### config.mk
export PLATFORM = sky130hd
export DESIGN_NAME = host_link_top
export DESIGN_NICKNAME = d
export VERILOG_FILES = /design/src/source/host_link_pkg.sv /design/src/source/host_link_top.sv /design/src/source/host_rd_port.sv /design/src/source/coeff_reducer.sv /design/src/source/msg_fifo.sv
export SDC_FILE = /design/constraint.sdc
export NUM_CORES = 2
export LEC_CHECK = 0
export ABC_CLOCK_PERIOD_IN_PS = 25700
export BUFFER_PORTS_ARGS = -buffer_cell sky130_fd_sc_hd__buf_2
export CAP_MARGIN = 20
export CELL_PAD_IN_SITES_DETAIL_PLACEMENT = 0
export CELL_PAD_IN_SITES_GLOBAL_PLACEMENT = 1
export CORE_MARGIN = 2
export CORE_UTILIZATION = 47
export CTS_CLUSTER_SIZE = 30
export DETAILED_ROUTE_END_ITERATION = 10
export PLACE_DENSITY = 0.74
export SETUP_SLACK_MARGIN = 0.1
export SYNTH_ARGS = -nofsm -noshare
export SYNTH_HDL_FRONTEND = slang
export SYNTH_HIERARCHICAL = 1
export SYNTH_SLANG_ARGS = --single-unit
### constraint.sdc
create_clock -name bus_clk -period 25.7 [get_ports bus_clk]
set_input_delay 7.71 -clock bus_clk [delete_from_list [all_inputs] [get_ports bus_clk]]
set_output_delay 7.71 -clock bus_clk [all_outputs]
set_load 0.05 [all_outputs]
### src/source/host_link_pkg.sv
`default_nettype none

package host_link_pkg;

  // ********************
  // Message word
  // ********************

  // One host message, 32 bits wide
  typedef logic [31:0] msg_t;

  // All-ones word closes the stream
  localparam msg_t MSG_EOF = '1;

  // Default FIFO depth for all three channels
  localparam int DEFAULT_DEPTH = 16;

  // ********************
  // Reducer states
  // ********************

  typedef enum logic [1:0] {
    RED_LOAD,
    RED_STREAM,
    RED_DONE
  } reducer_state_e;

  // ********************
  // Host channels
  // ********************

  // Write channel from the host
  typedef struct packed {
    logic wren;
    msg_t data;
  } host_wr_req_t;

  // Read strobes for the read and loopback channels
  typedef struct packed {
    logic rd_rden;
    logic loop_rden;
  } host_rd_req_t;

  // One read-type channel back to the host
  typedef struct packed {
    msg_t data;
    logic empty;
    logic eof;
  } host_rd_rsp_t;

endpackage

`default_nettype wire
### src/source/host_link_top.sv
`timescale 1ns/100ps
`default_nettype none

module host_link_top #(
  parameter int WR_DEPTH   = host_link_pkg::DEFAULT_DEPTH,
  parameter int RD_DEPTH   = host_link_pkg::DEFAULT_DEPTH,
  parameter int LOOP_DEPTH = host_link_pkg::DEFAULT_DEPTH
) (
  input  wire                         bus_clk,
  input  wire                         rst,
  // Host write channel
  input  host_link_pkg::host_wr_req_t wr,
  input  wire                         wr_open,
  output logic                        wr_full,
  // Host read and loopback channels
  input  host_link_pkg::host_rd_req_t rd_req,
  output host_link_pkg::host_rd_rsp_t rd_rsp,
  output host_link_pkg::host_rd_rsp_t loop_rsp
);

  import host_link_pkg::*;

  // Write FIFO to reducer
  msg_t pc_msg;
  logic pc_msg_empty;
  logic pc_msg_ack;

  // Reducer to read port
  msg_t fpga_msg;
  logic fpga_msg_valid;
  logic loop_msg_valid;
  logic app_done;
  logic msg_ready;
  logic loop_ready;

  // ********************
  // Input side
  // ********************

  msg_fifo #(
    .DEPTH (WR_DEPTH)
  ) wr_fifo (
    .bus_clk (bus_clk),
    .rst     (rst),
    .wr_en   (wr.wren),
    .din     (wr.data),
    .rd_en   (pc_msg_ack),
    .dout    (pc_msg),
    .full    (wr_full),
    .empty   (pc_msg_empty)
  );

  // ********************
  // Processing
  // ********************

  coeff_reducer reducer (
    .bus_clk        (bus_clk),
    .rst            (rst),
    .pc_msg         (pc_msg),
    .pc_msg_empty   (pc_msg_empty),
    .pc_msg_ack     (pc_msg_ack),
    .msg_ready      (msg_ready),
    .loop_ready     (loop_ready),
    .fpga_msg       (fpga_msg),
    .fpga_msg_valid (fpga_msg_valid),
    .loop_msg_valid (loop_msg_valid),
    .app_done       (app_done)
  );

  // ********************
  // Output side
  // ********************

  // Loopback takes the write FIFO head directly
  host_rd_port #(
    .RD_DEPTH   (RD_DEPTH),
    .LOOP_DEPTH (LOOP_DEPTH)
  ) rd_port (
    .bus_clk        (bus_clk),
    .rst            (rst),
    .fpga_msg       (fpga_msg),
    .fpga_msg_valid (fpga_msg_valid),
    .loop_msg       (pc_msg),
    .loop_msg_valid (loop_msg_valid),
    .app_done       (app_done),
    .wr_open        (wr_open),
    .rd_req         (rd_req),
    .msg_ready      (msg_ready),
    .loop_ready     (loop_ready),
    .rd_rsp         (rd_rsp),
    .loop_rsp       (loop_rsp)
  );

endmodule

`default_nettype wire

### src/source/host_rd_port.sv
`timescale 1ns/100ps
`default_nettype none

module host_rd_port #(
  parameter int RD_DEPTH   = host_link_pkg::DEFAULT_DEPTH,
  parameter int LOOP_DEPTH = host_link_pkg::DEFAULT_DEPTH
) (
  input  wire                         bus_clk,
  input  wire                         rst,
  // Results from the reducer
  input  host_link_pkg::msg_t         fpga_msg,
  input  wire                         fpga_msg_valid,
  // Loopback copy of every consumed word
  input  host_link_pkg::msg_t         loop_msg,
  input  wire                         loop_msg_valid,
  input  wire                         app_done,
  input  wire                         wr_open,
  input  host_link_pkg::host_rd_req_t rd_req,
  output logic                        msg_ready,
  output logic                        loop_ready,
  output host_link_pkg::host_rd_rsp_t rd_rsp,
  output host_link_pkg::host_rd_rsp_t loop_rsp
);

  import host_link_pkg::*;

  msg_t rd_dout;
  logic rd_full;
  logic rd_empty;
  msg_t loop_dout;
  logic loop_full;
  logic loop_empty;

  // ********************
  // Read channel
  // ********************

  msg_fifo #(
    .DEPTH (RD_DEPTH)
  ) rd_fifo (
    .bus_clk (bus_clk),
    .rst     (rst),
    .wr_en   (fpga_msg_valid),
    .din     (fpga_msg),
    .rd_en   (rd_req.rd_rden),
    .dout    (rd_dout),
    .full    (rd_full),
    .empty   (rd_empty)
  );

  assign msg_ready = !rd_full;

  // Stream ends once the terminator is consumed and results are drained
  assign rd_rsp = '{
    data:  rd_dout,
    empty: rd_empty,
    eof:   app_done && rd_empty
  };

  // ********************
  // Loopback channel
  // ********************

  msg_fifo #(
    .DEPTH (LOOP_DEPTH)
  ) loop_fifo (
    .bus_clk (bus_clk),
    .rst     (rst),
    .wr_en   (loop_msg_valid),
    .din     (loop_msg),
    .rd_en   (rd_req.loop_rden),
    .dout    (loop_dout),
    .full    (loop_full),
    .empty   (loop_empty)
  );

  assign loop_ready = !loop_full;

  // Host closed its write side and every copy has been read back
  assign loop_rsp = '{
    data:  loop_dout,
    empty: loop_empty,
    eof:   !wr_open && loop_empty
  };

endmodule

`default_nettype wire

### src/source/coeff_reducer.sv
`timescale 1ns/100ps
`default_nettype none

module coeff_reducer (
  input  wire                 bus_clk,
  input  wire                 rst,
  // Head of the write FIFO
  input  host_link_pkg::msg_t pc_msg,
  input  wire                 pc_msg_empty,
  output logic                pc_msg_ack,
  // Room in the read and loopback FIFOs
  input  wire                 msg_ready,
  input  wire                 loop_ready,
  // Pushes toward the read port
  output host_link_pkg::msg_t fpga_msg,
  output logic                fpga_msg_valid,
  output logic                loop_msg_valid,
  output logic                app_done
);

  import host_link_pkg::*;

  reducer_state_e state;
  reducer_state_e state_next;
  msg_t           coeff;
  logic           is_eof;
  logic           msg_present;

  assign msg_present = !pc_msg_empty;
  assign is_eof      = (pc_msg == MSG_EOF);

  // Product keeps only the low 32 bits
  assign fpga_msg = pc_msg * coeff;

  assign app_done = (state == RED_DONE);

  // ********************
  // Consume decision
  // ********************

  always_comb begin
    pc_msg_ack     = 1'b0;
    fpga_msg_valid = 1'b0;
    loop_msg_valid = 1'b0;
    state_next     = state;
    case (state)
      RED_LOAD: begin
        // First word is the coefficient, echoed to loopback only
        if (msg_present && loop_ready) begin
          pc_msg_ack     = 1'b1;
          loop_msg_valid = 1'b1;
          state_next     = RED_STREAM;
        end
      end
      RED_STREAM: begin
        if (msg_present) begin
          if (is_eof) begin
            // Terminator goes to loopback, never to the read channel
            if (loop_ready) begin
              pc_msg_ack     = 1'b1;
              loop_msg_valid = 1'b1;
              state_next     = RED_DONE;
            end
          end else if (msg_ready && loop_ready) begin
            // Data word needs room on both sides
            pc_msg_ack     = 1'b1;
            fpga_msg_valid = 1'b1;
            loop_msg_valid = 1'b1;
          end
        end
      end
      RED_DONE: begin
        // Nothing consumed until reset
        state_next = RED_DONE;
      end
      default: begin
        state_next = RED_LOAD;
      end
    endcase
  end

  // ********************
  // State and coefficient
  // ********************

  always_ff @(posedge bus_clk) begin
    if (rst) begin
      state <= RED_LOAD;
    end else begin
      state <= state_next;
    end
  end

  always_ff @(posedge bus_clk) begin
    if ((state == RED_LOAD) && pc_msg_ack) begin
      coeff <= pc_msg;
    end
  end

endmodule

`default_nettype wire

### src/source/msg_fifo.sv
`timescale 1ns/100ps
`default_nettype none

module msg_fifo #(
  parameter int DEPTH = host_link_pkg::DEFAULT_DEPTH
) (
  input  wire                 bus_clk,
  input  wire                 rst,
  input  wire                 wr_en,
  input  host_link_pkg::msg_t din,
  input  wire                 rd_en,
  output host_link_pkg::msg_t dout,
  output logic                full,
  output logic                empty
);

  import host_link_pkg::*;

  // Pointer and occupancy widths
  localparam int AW = (DEPTH > 1) ? $clog2(DEPTH) : 1;
  localparam int CW = $clog2(DEPTH + 1);

  msg_t          mem [DEPTH];
  logic [AW-1:0] wr_ptr;
  logic [AW-1:0] rd_ptr;
  logic [CW-1:0] count;
  logic          do_wr;
  logic          do_rd;

  // Requests against a full or empty buffer are dropped here
  assign do_wr = wr_en && !full;
  assign do_rd = rd_en && !empty;

  assign full  = (count == CW'(DEPTH));
  assign empty = (count == '0);

  // Show-ahead head word
  assign dout = mem[rd_ptr];

  // ********************
  // Storage
  // ********************

  always_ff @(posedge bus_clk) begin
    if (do_wr) begin
      mem[wr_ptr] <= din;
    end
  end

  // ********************
  // Pointers and count
  // ********************

  always_ff @(posedge bus_clk) begin
    if (rst) begin
      wr_ptr <= '0;
      rd_ptr <= '0;
      count  <= '0;
    end else begin
      if (do_wr) begin
        if (wr_ptr == AW'(DEPTH - 1)) begin
          wr_ptr <= '0;
        end else begin
          wr_ptr <= wr_ptr + 1'b1;
        end
      end
      if (do_rd) begin
        if (rd_ptr == AW'(DEPTH - 1)) begin
          rd_ptr <= '0;
        end else begin
          rd_ptr <= rd_ptr + 1'b1;
        end
      end
      // Simultaneous push and pop leaves the count alone
      case ({do_wr, do_rd})
        2'b10:   count <= count + 1'b1;
        2'b01:   count <= count - 1'b1;
        default: count <= count;
      endcase
    end
  end

endmodule

`default_nettype wire

After elaboration in Yosys (flattened, before gate mapping)
Memories as Yosys holds them, arrays and structs flattened. A register that Yosys moved wholly into a read port is not among the register bits.
Cells that the tools add are included.
{"block": "word_totals", "reg_bits": 73, "ram_bits": 1536, "inputBits": 38, "elab_cells": 110, "mem_count": 3}
{"memory": "rd_port.loop_fifo.mem", "words": 16, "word_bits": 32, "rd": 1, "rd_clocked_by_memory_dff": 1, "write_ports": 1, "line_no": "msg_fifo.sv:23", "source": "msg_t mem [DEPTH];"}
{"memory": "rd_port.rd_fifo.mem", "words": 16, "word_bits": 32, "rd": 1, "rd_clocked_by_memory_dff": 1, "write_ports": 1, "line_no": "msg_fifo.sv:23"}
{"memory": "wr_fifo.mem", "words": 16, "word_bits": 32, "rd": 1, "rd_clocked_by_memory_dff": 1, "write_ports": 1, "line_no": "msg_fifo.sv:23"}
{"block": "classes", "add_sub_neg": 12, "multipliers": 1, "n_eq_ne": 22, "mux": 35, "n_reduce_logical": 26}
{"operator": "2-to-1 mux 4 bit", "count": 12}
{"operator": "equality test 32 bit, second input constant", "count": 1}
{"operator": "multiplier 32 x 32 -> 32 bit", "count": 1}
{"operator": "case mux 5 bit (2 select lines)", "count": 3}
{"operator": "adder 4 x 1 -> 4 bit, second input constant", "count": 6}
{"operator": "equality test 4 bit, second input constant", "count": 6}
{"operator": "adder 5 x 1 -> 5 bit, second input constant", "count": 3}
{"operator": "equality test 5 bit, second input constant", "count": 3}
{"operator": "logical NOT 5 bit", "count": 3}
{"operator": "subtractor 5 x 1 -> 5 bit, second input constant", "count": 3}
{"operator": "2-to-1 mux 1 bit", "count": 14}
{"operator": "logical AND 1 bit", "count": 11}
{"operator": "equality test 2 x 1 -> 1 bit, second input constant", "count": 4}
{"operator": "equality test 2 bit, second input constant", "count": 4}
{"operator": "2-to-1 mux 2 bit", "count": 4}
{"operator": "logical NOT 1 bit", "count": 7}
{"operator": "case mux 2 bit (3 select lines)", "count": 1}
{"operator": "nonzero test 2 bit", "count": 3}
{"operator": "inequality test 2 x 1 -> 1 bit, second input constant", "count": 2}
{"operator": "inequality test 2 bit, second input constant", "count": 2}
{"operator": "AND reduction 4 bit", "count": 1}
{"operator": "logical NOT 2 bit", "count": 1}
{"operator": "case mux 1 bit (2 select lines)", "count": 1}

Depth between registers and ports, before layout
{"block": "depth", "depth_word": 10, "mapped_depth": 31}

Cells and area by module
Netlist, hierarchy kept.
{"module": "msg_fifo at rd_port.loop_fifo ...", "n_inst": 2, "cells_each": 909, "area_per_inst_um2": 20095.5, "seq_area_each_um2": 15715.1}
{"module": "msg_fifo at wr_fifo", "n_inst": 1, "cells_each": 826, "area_per_inst_um2": 20289.5, "seq_area_each_um2": 15715.1}
{"module": "coeff_reducer", "n_inst": 1, "cells_each": 1808, "area_per_inst_um2": 17050.1, "seq_area_each_um2": 1001.0}
{"module": "host_rd_port", "n_inst": 1, "cells_each": 6, "area_per_inst_um2": 42.5, "seq_area_each_um2": 0.0}

Least setup slack after synthesis
No wires, ideal clock.
{"block": "synth_path", "path_kind": "input port to output port", "start": "input port wr_open", "end": "output port loop_rsp[0] (netlist name)", "arrival_ps": 7983, "required_time_ps": 17990, "slack_ps": 10007, "cell_stages": 1, "n_path_buf": 0, "cell_sequence": "nor2b_4"}
{"block": "synth_via", "elab_chain_cells": 2}
{"element": "start: declaration", "line_no": "host_link_top.sv:13", "source": "input wire wr_open,"}
{"element": "logical NOT 1 bit", "line_no": "host_rd_port.sv:83", "source": "eof: !wr_open && loop_empty"}
{"element": "logical AND 1 bit", "line_no": "host_rd_port.sv:83"}
{"element": "end: declaration", "line_no": "host_link_top.sv:18", "source": "output host_link_pkg::host_rd_rsp_t loop_rsp"}
No other way between the ends.

==> impl_metrics.ini <==
[status]
status = complete, no violations

[logic_synthesis]
synth_enable_flop_cells = 1568
ys_ff_latch = 1621
syn_area_sq_mm = 0.0776
ys_seq_area_frac = 0.621
synthDistinctLibCells = 67
ys.flop_type = edfxtp_1
yosysWarnings = 6
synth_cells = 4458
avgSynthCellArea_sq_um = 17.4
syn_nets = 5054
async_flop_share = 0

[clock_tree]
hold_buffers = 0
cts_tree = yes
cts_setup_buffers = 0
cts_resized = 0
htreeDepth = 4
cts.sinks = 1621
path_clk_slew_ns = 0.05
cts-buffers-inserted = 163
clock_path_buffers = 3
insertion_delay_ns = 0.81
clock-root-buffer = clkbuf_16

[critical_path]
r2r-end = rd_port/rd_fifo/mem[9][28]
crit_end = loop_rsp[0]
crit_path_start = wr_open
reg2reg_slack_ns = 14.95
cp_max_fo = 1
cp.required_ns = 17.99
reg2reg_depth = 26
critPathCaptureType = output pin
crit_type = in -> out
arrival_ns = 8.18
cp-start-kind = input port

[timing]
fmax_mhz = 62.9
fin_crit_sh = 0.618
rsz0062_at_grt = no
finalSetupViolations = 0
worstMarginPinSlew_ns = 1.12
fin_skew_ns = 0.0368
fin_crit_ns = 15.89
maxSlewViolCount = 0
fin_tns_setup_ns = 0
finalHoldViolCount = 0
slew_headroom = 0.250

[placement]
gp_congestion = 0.762
hpwlAfterDp_microns = 102000
port_buffers = 106

[floorplanning]
fp.dieH_microns = 410
die_w_microns = 410
coreArea_sq_mm = 0.164
io-pin-count = 107
start_util = 0.472
die_area_sq_mm = 0.168
fp-row-count = 149

[worst_hold_path]
hold_path_class = reg -> reg
hold_start = wr_fifo/rd_ptr[0]

[route]
drtPass1Iterations = 5
drtIter0Drc = 3337
wl_microns = 178000
final_antenna_net_count = 0
wire_per_inst_microns = 25.6
avgViaCountPerCell = 5.66
vias = 39340
drc = 0

[finish]
nFillCells = 13054
layout-drive-gt1-share = 0.202
layout.nets = 5215
area_growth_pct = 11.5

[flow_run]
max_cap_viol_count = 0

[grt]
grt_pass1_vias = 41110
grt_max_degree = 96
grt_util_all_layers = 0.215
grt_pass1_wl_microns = 266000
grt.overflow.total = 0
antenna_found_initial = 26
-- metrics by stage --
step | setup WS [ns] | hold slack, ns | area [sq um] | instances | util
6_report | 9.81 | 0.509 | 86500 | 6951 | 0.526
5_1_grt | 9.80 | 0.544 | 86500 | 6943 | 0.526
4_1_cts | 9.80 | 0.505 | 86400 | 6934 | 0.525
3_5_place_dp | 9.81 | 0.488 | 81000 | 6634 | 0.493
3_3_place_gp | 9.80 | 0.487 | 80900 | 6630 | 0.492
2_1_floorplan | 10.01 | 0.472 | 77600 | 4458 | -
-- cell usage after synthesis (all sizes together) (4+ instances only) --
cell type	count	share of area
o21bai	5	0.00048
mux4	416	0.12
nand2b	12	0.00097
clkbuf	148	0.0072
a22oi	128	0.012
o21a	7	0.00068
xor2	28	0.0032
o21ai	33	0.0023
a31oi	6	0.00048
o211ai	9	0.0010
a21o	13	0.0013
nand2	269	0.013
nor4	8	0.00065
nor2b	15	0.0013
buf	87	0.0071
nor3	16	0.0010
edfxtp	1568	0.61
or4	4	0.00048
nand4	9	0.00073
nor4b	5	0.00056
nor2	81	0.0039
a311o	5	0.00065
mux2i	13	0.0017
a21oi	50	0.0034
fa	408	0.11
dfxtp	53	0.014
inv	406	0.020
a211oi	4	0.00039
nand3	11	0.00084
xnor2	69	0.0078
mux2	4	0.00058
and3	10	0.00081
and2	375	0.030
ha	150	0.024
-- layout by cell type, fill, tap and decap left out, types with 48 or more instances in the layout --
| master | instances |
|---|---|
| inv_1 | 404 |
| clkbuf_16 | 164 |
| nor2_1 | 54 |
| ha_1 | 150 |
| edfxtp_1 | 1568 |
| buf_2 | 106 |
| and2_1 | 361 |
| a22oi_1 | 128 |
| mux4_2 | 404 |
| buf_4 | 120 |
| a21oi_1 | 48 |
| nand2_1 | 269 |
| xnor2_1 | 66 |
| fa_1 | 408 |
-- logic make-up after synthesis --
logic type                 after synthesis  share of synthesized area
DFF                                   1621                      0.621
and+or+nand+nor                        826                     0.0557
buffers and inverters                  641                     0.0340
adders and majority gates              558                      0.129
muxes                                  433                      0.124
AOI/OAI and AO/OA                      282                     0.0256
xor gates and xnor gates                97                     0.0110
-- worst max-delay path: stages --
cell	delay [ns]
buf_2	0.11
nor2b_4	0.09
buf_2	0.26
-- routing by layer --
metal  vias to the layer above  routed length, microns  GRT usage
li1                      16866                       -          -
met1                     21002                   73000      0.296
met2                      1207                   89200      0.361
met3                       249                   12000     0.0345
met4                        16                    3490     0.0504
met5                         -                     109          0
-- worst min-delay path by stage --
stage / end / slack, ns / cells past startpoint
floorplan: flop / 0.47 / 2
global placement: flop / 0.49 / 2
detailed placement: flop / 0.49 / 2
CTS: flop / 0.50 / 2
global route: reducer/state[1] / 0.54 / 2
finish: flop / 0.51 / 2
-- registers in the layout (all words and copies together) (netlist names), named ones only --
register and cells:
rd_port/rd_fifo/rd_ptr 4, rd_port/rd_fifo/wr_ptr 4, wr_fifo/count 5, rd_port/loop_fifo/count 5
reducer/state 2, rd_port/rd_fifo/mem 512, wr_fifo/rd_ptr 4, reducer/coeff 32
wr_fifo/wr_ptr 4, rd_port/loop_fifo/wr_ptr 4, wr_fifo/mem 512, rd_port/loop_fifo/mem 512
rd_port/loop_fifo/rd_ptr 4, rd_port/rd_fifo/count 5
-- final cells by class --
type / instances / area [sq um] / area share
inverters: 406 / 1520 / 0.0176
clock buffers: 204 / 4290 / 0.0496
multi-input cells: 2196 / 27100 / 0.314
repair buffers: 231 / 1520 / 0.0175
diodes: 8 / 20.0 / 0.000231
well taps: 2189 / 2740 / 0.0317
clock inverters: 96 / 1100 / 0.0127
flip-flops and latches: 1621 / 48200 / 0.557
Power is not shown: default switching activity piles up to over one toggle a cycle in this logic, so the estimate is an artifact.
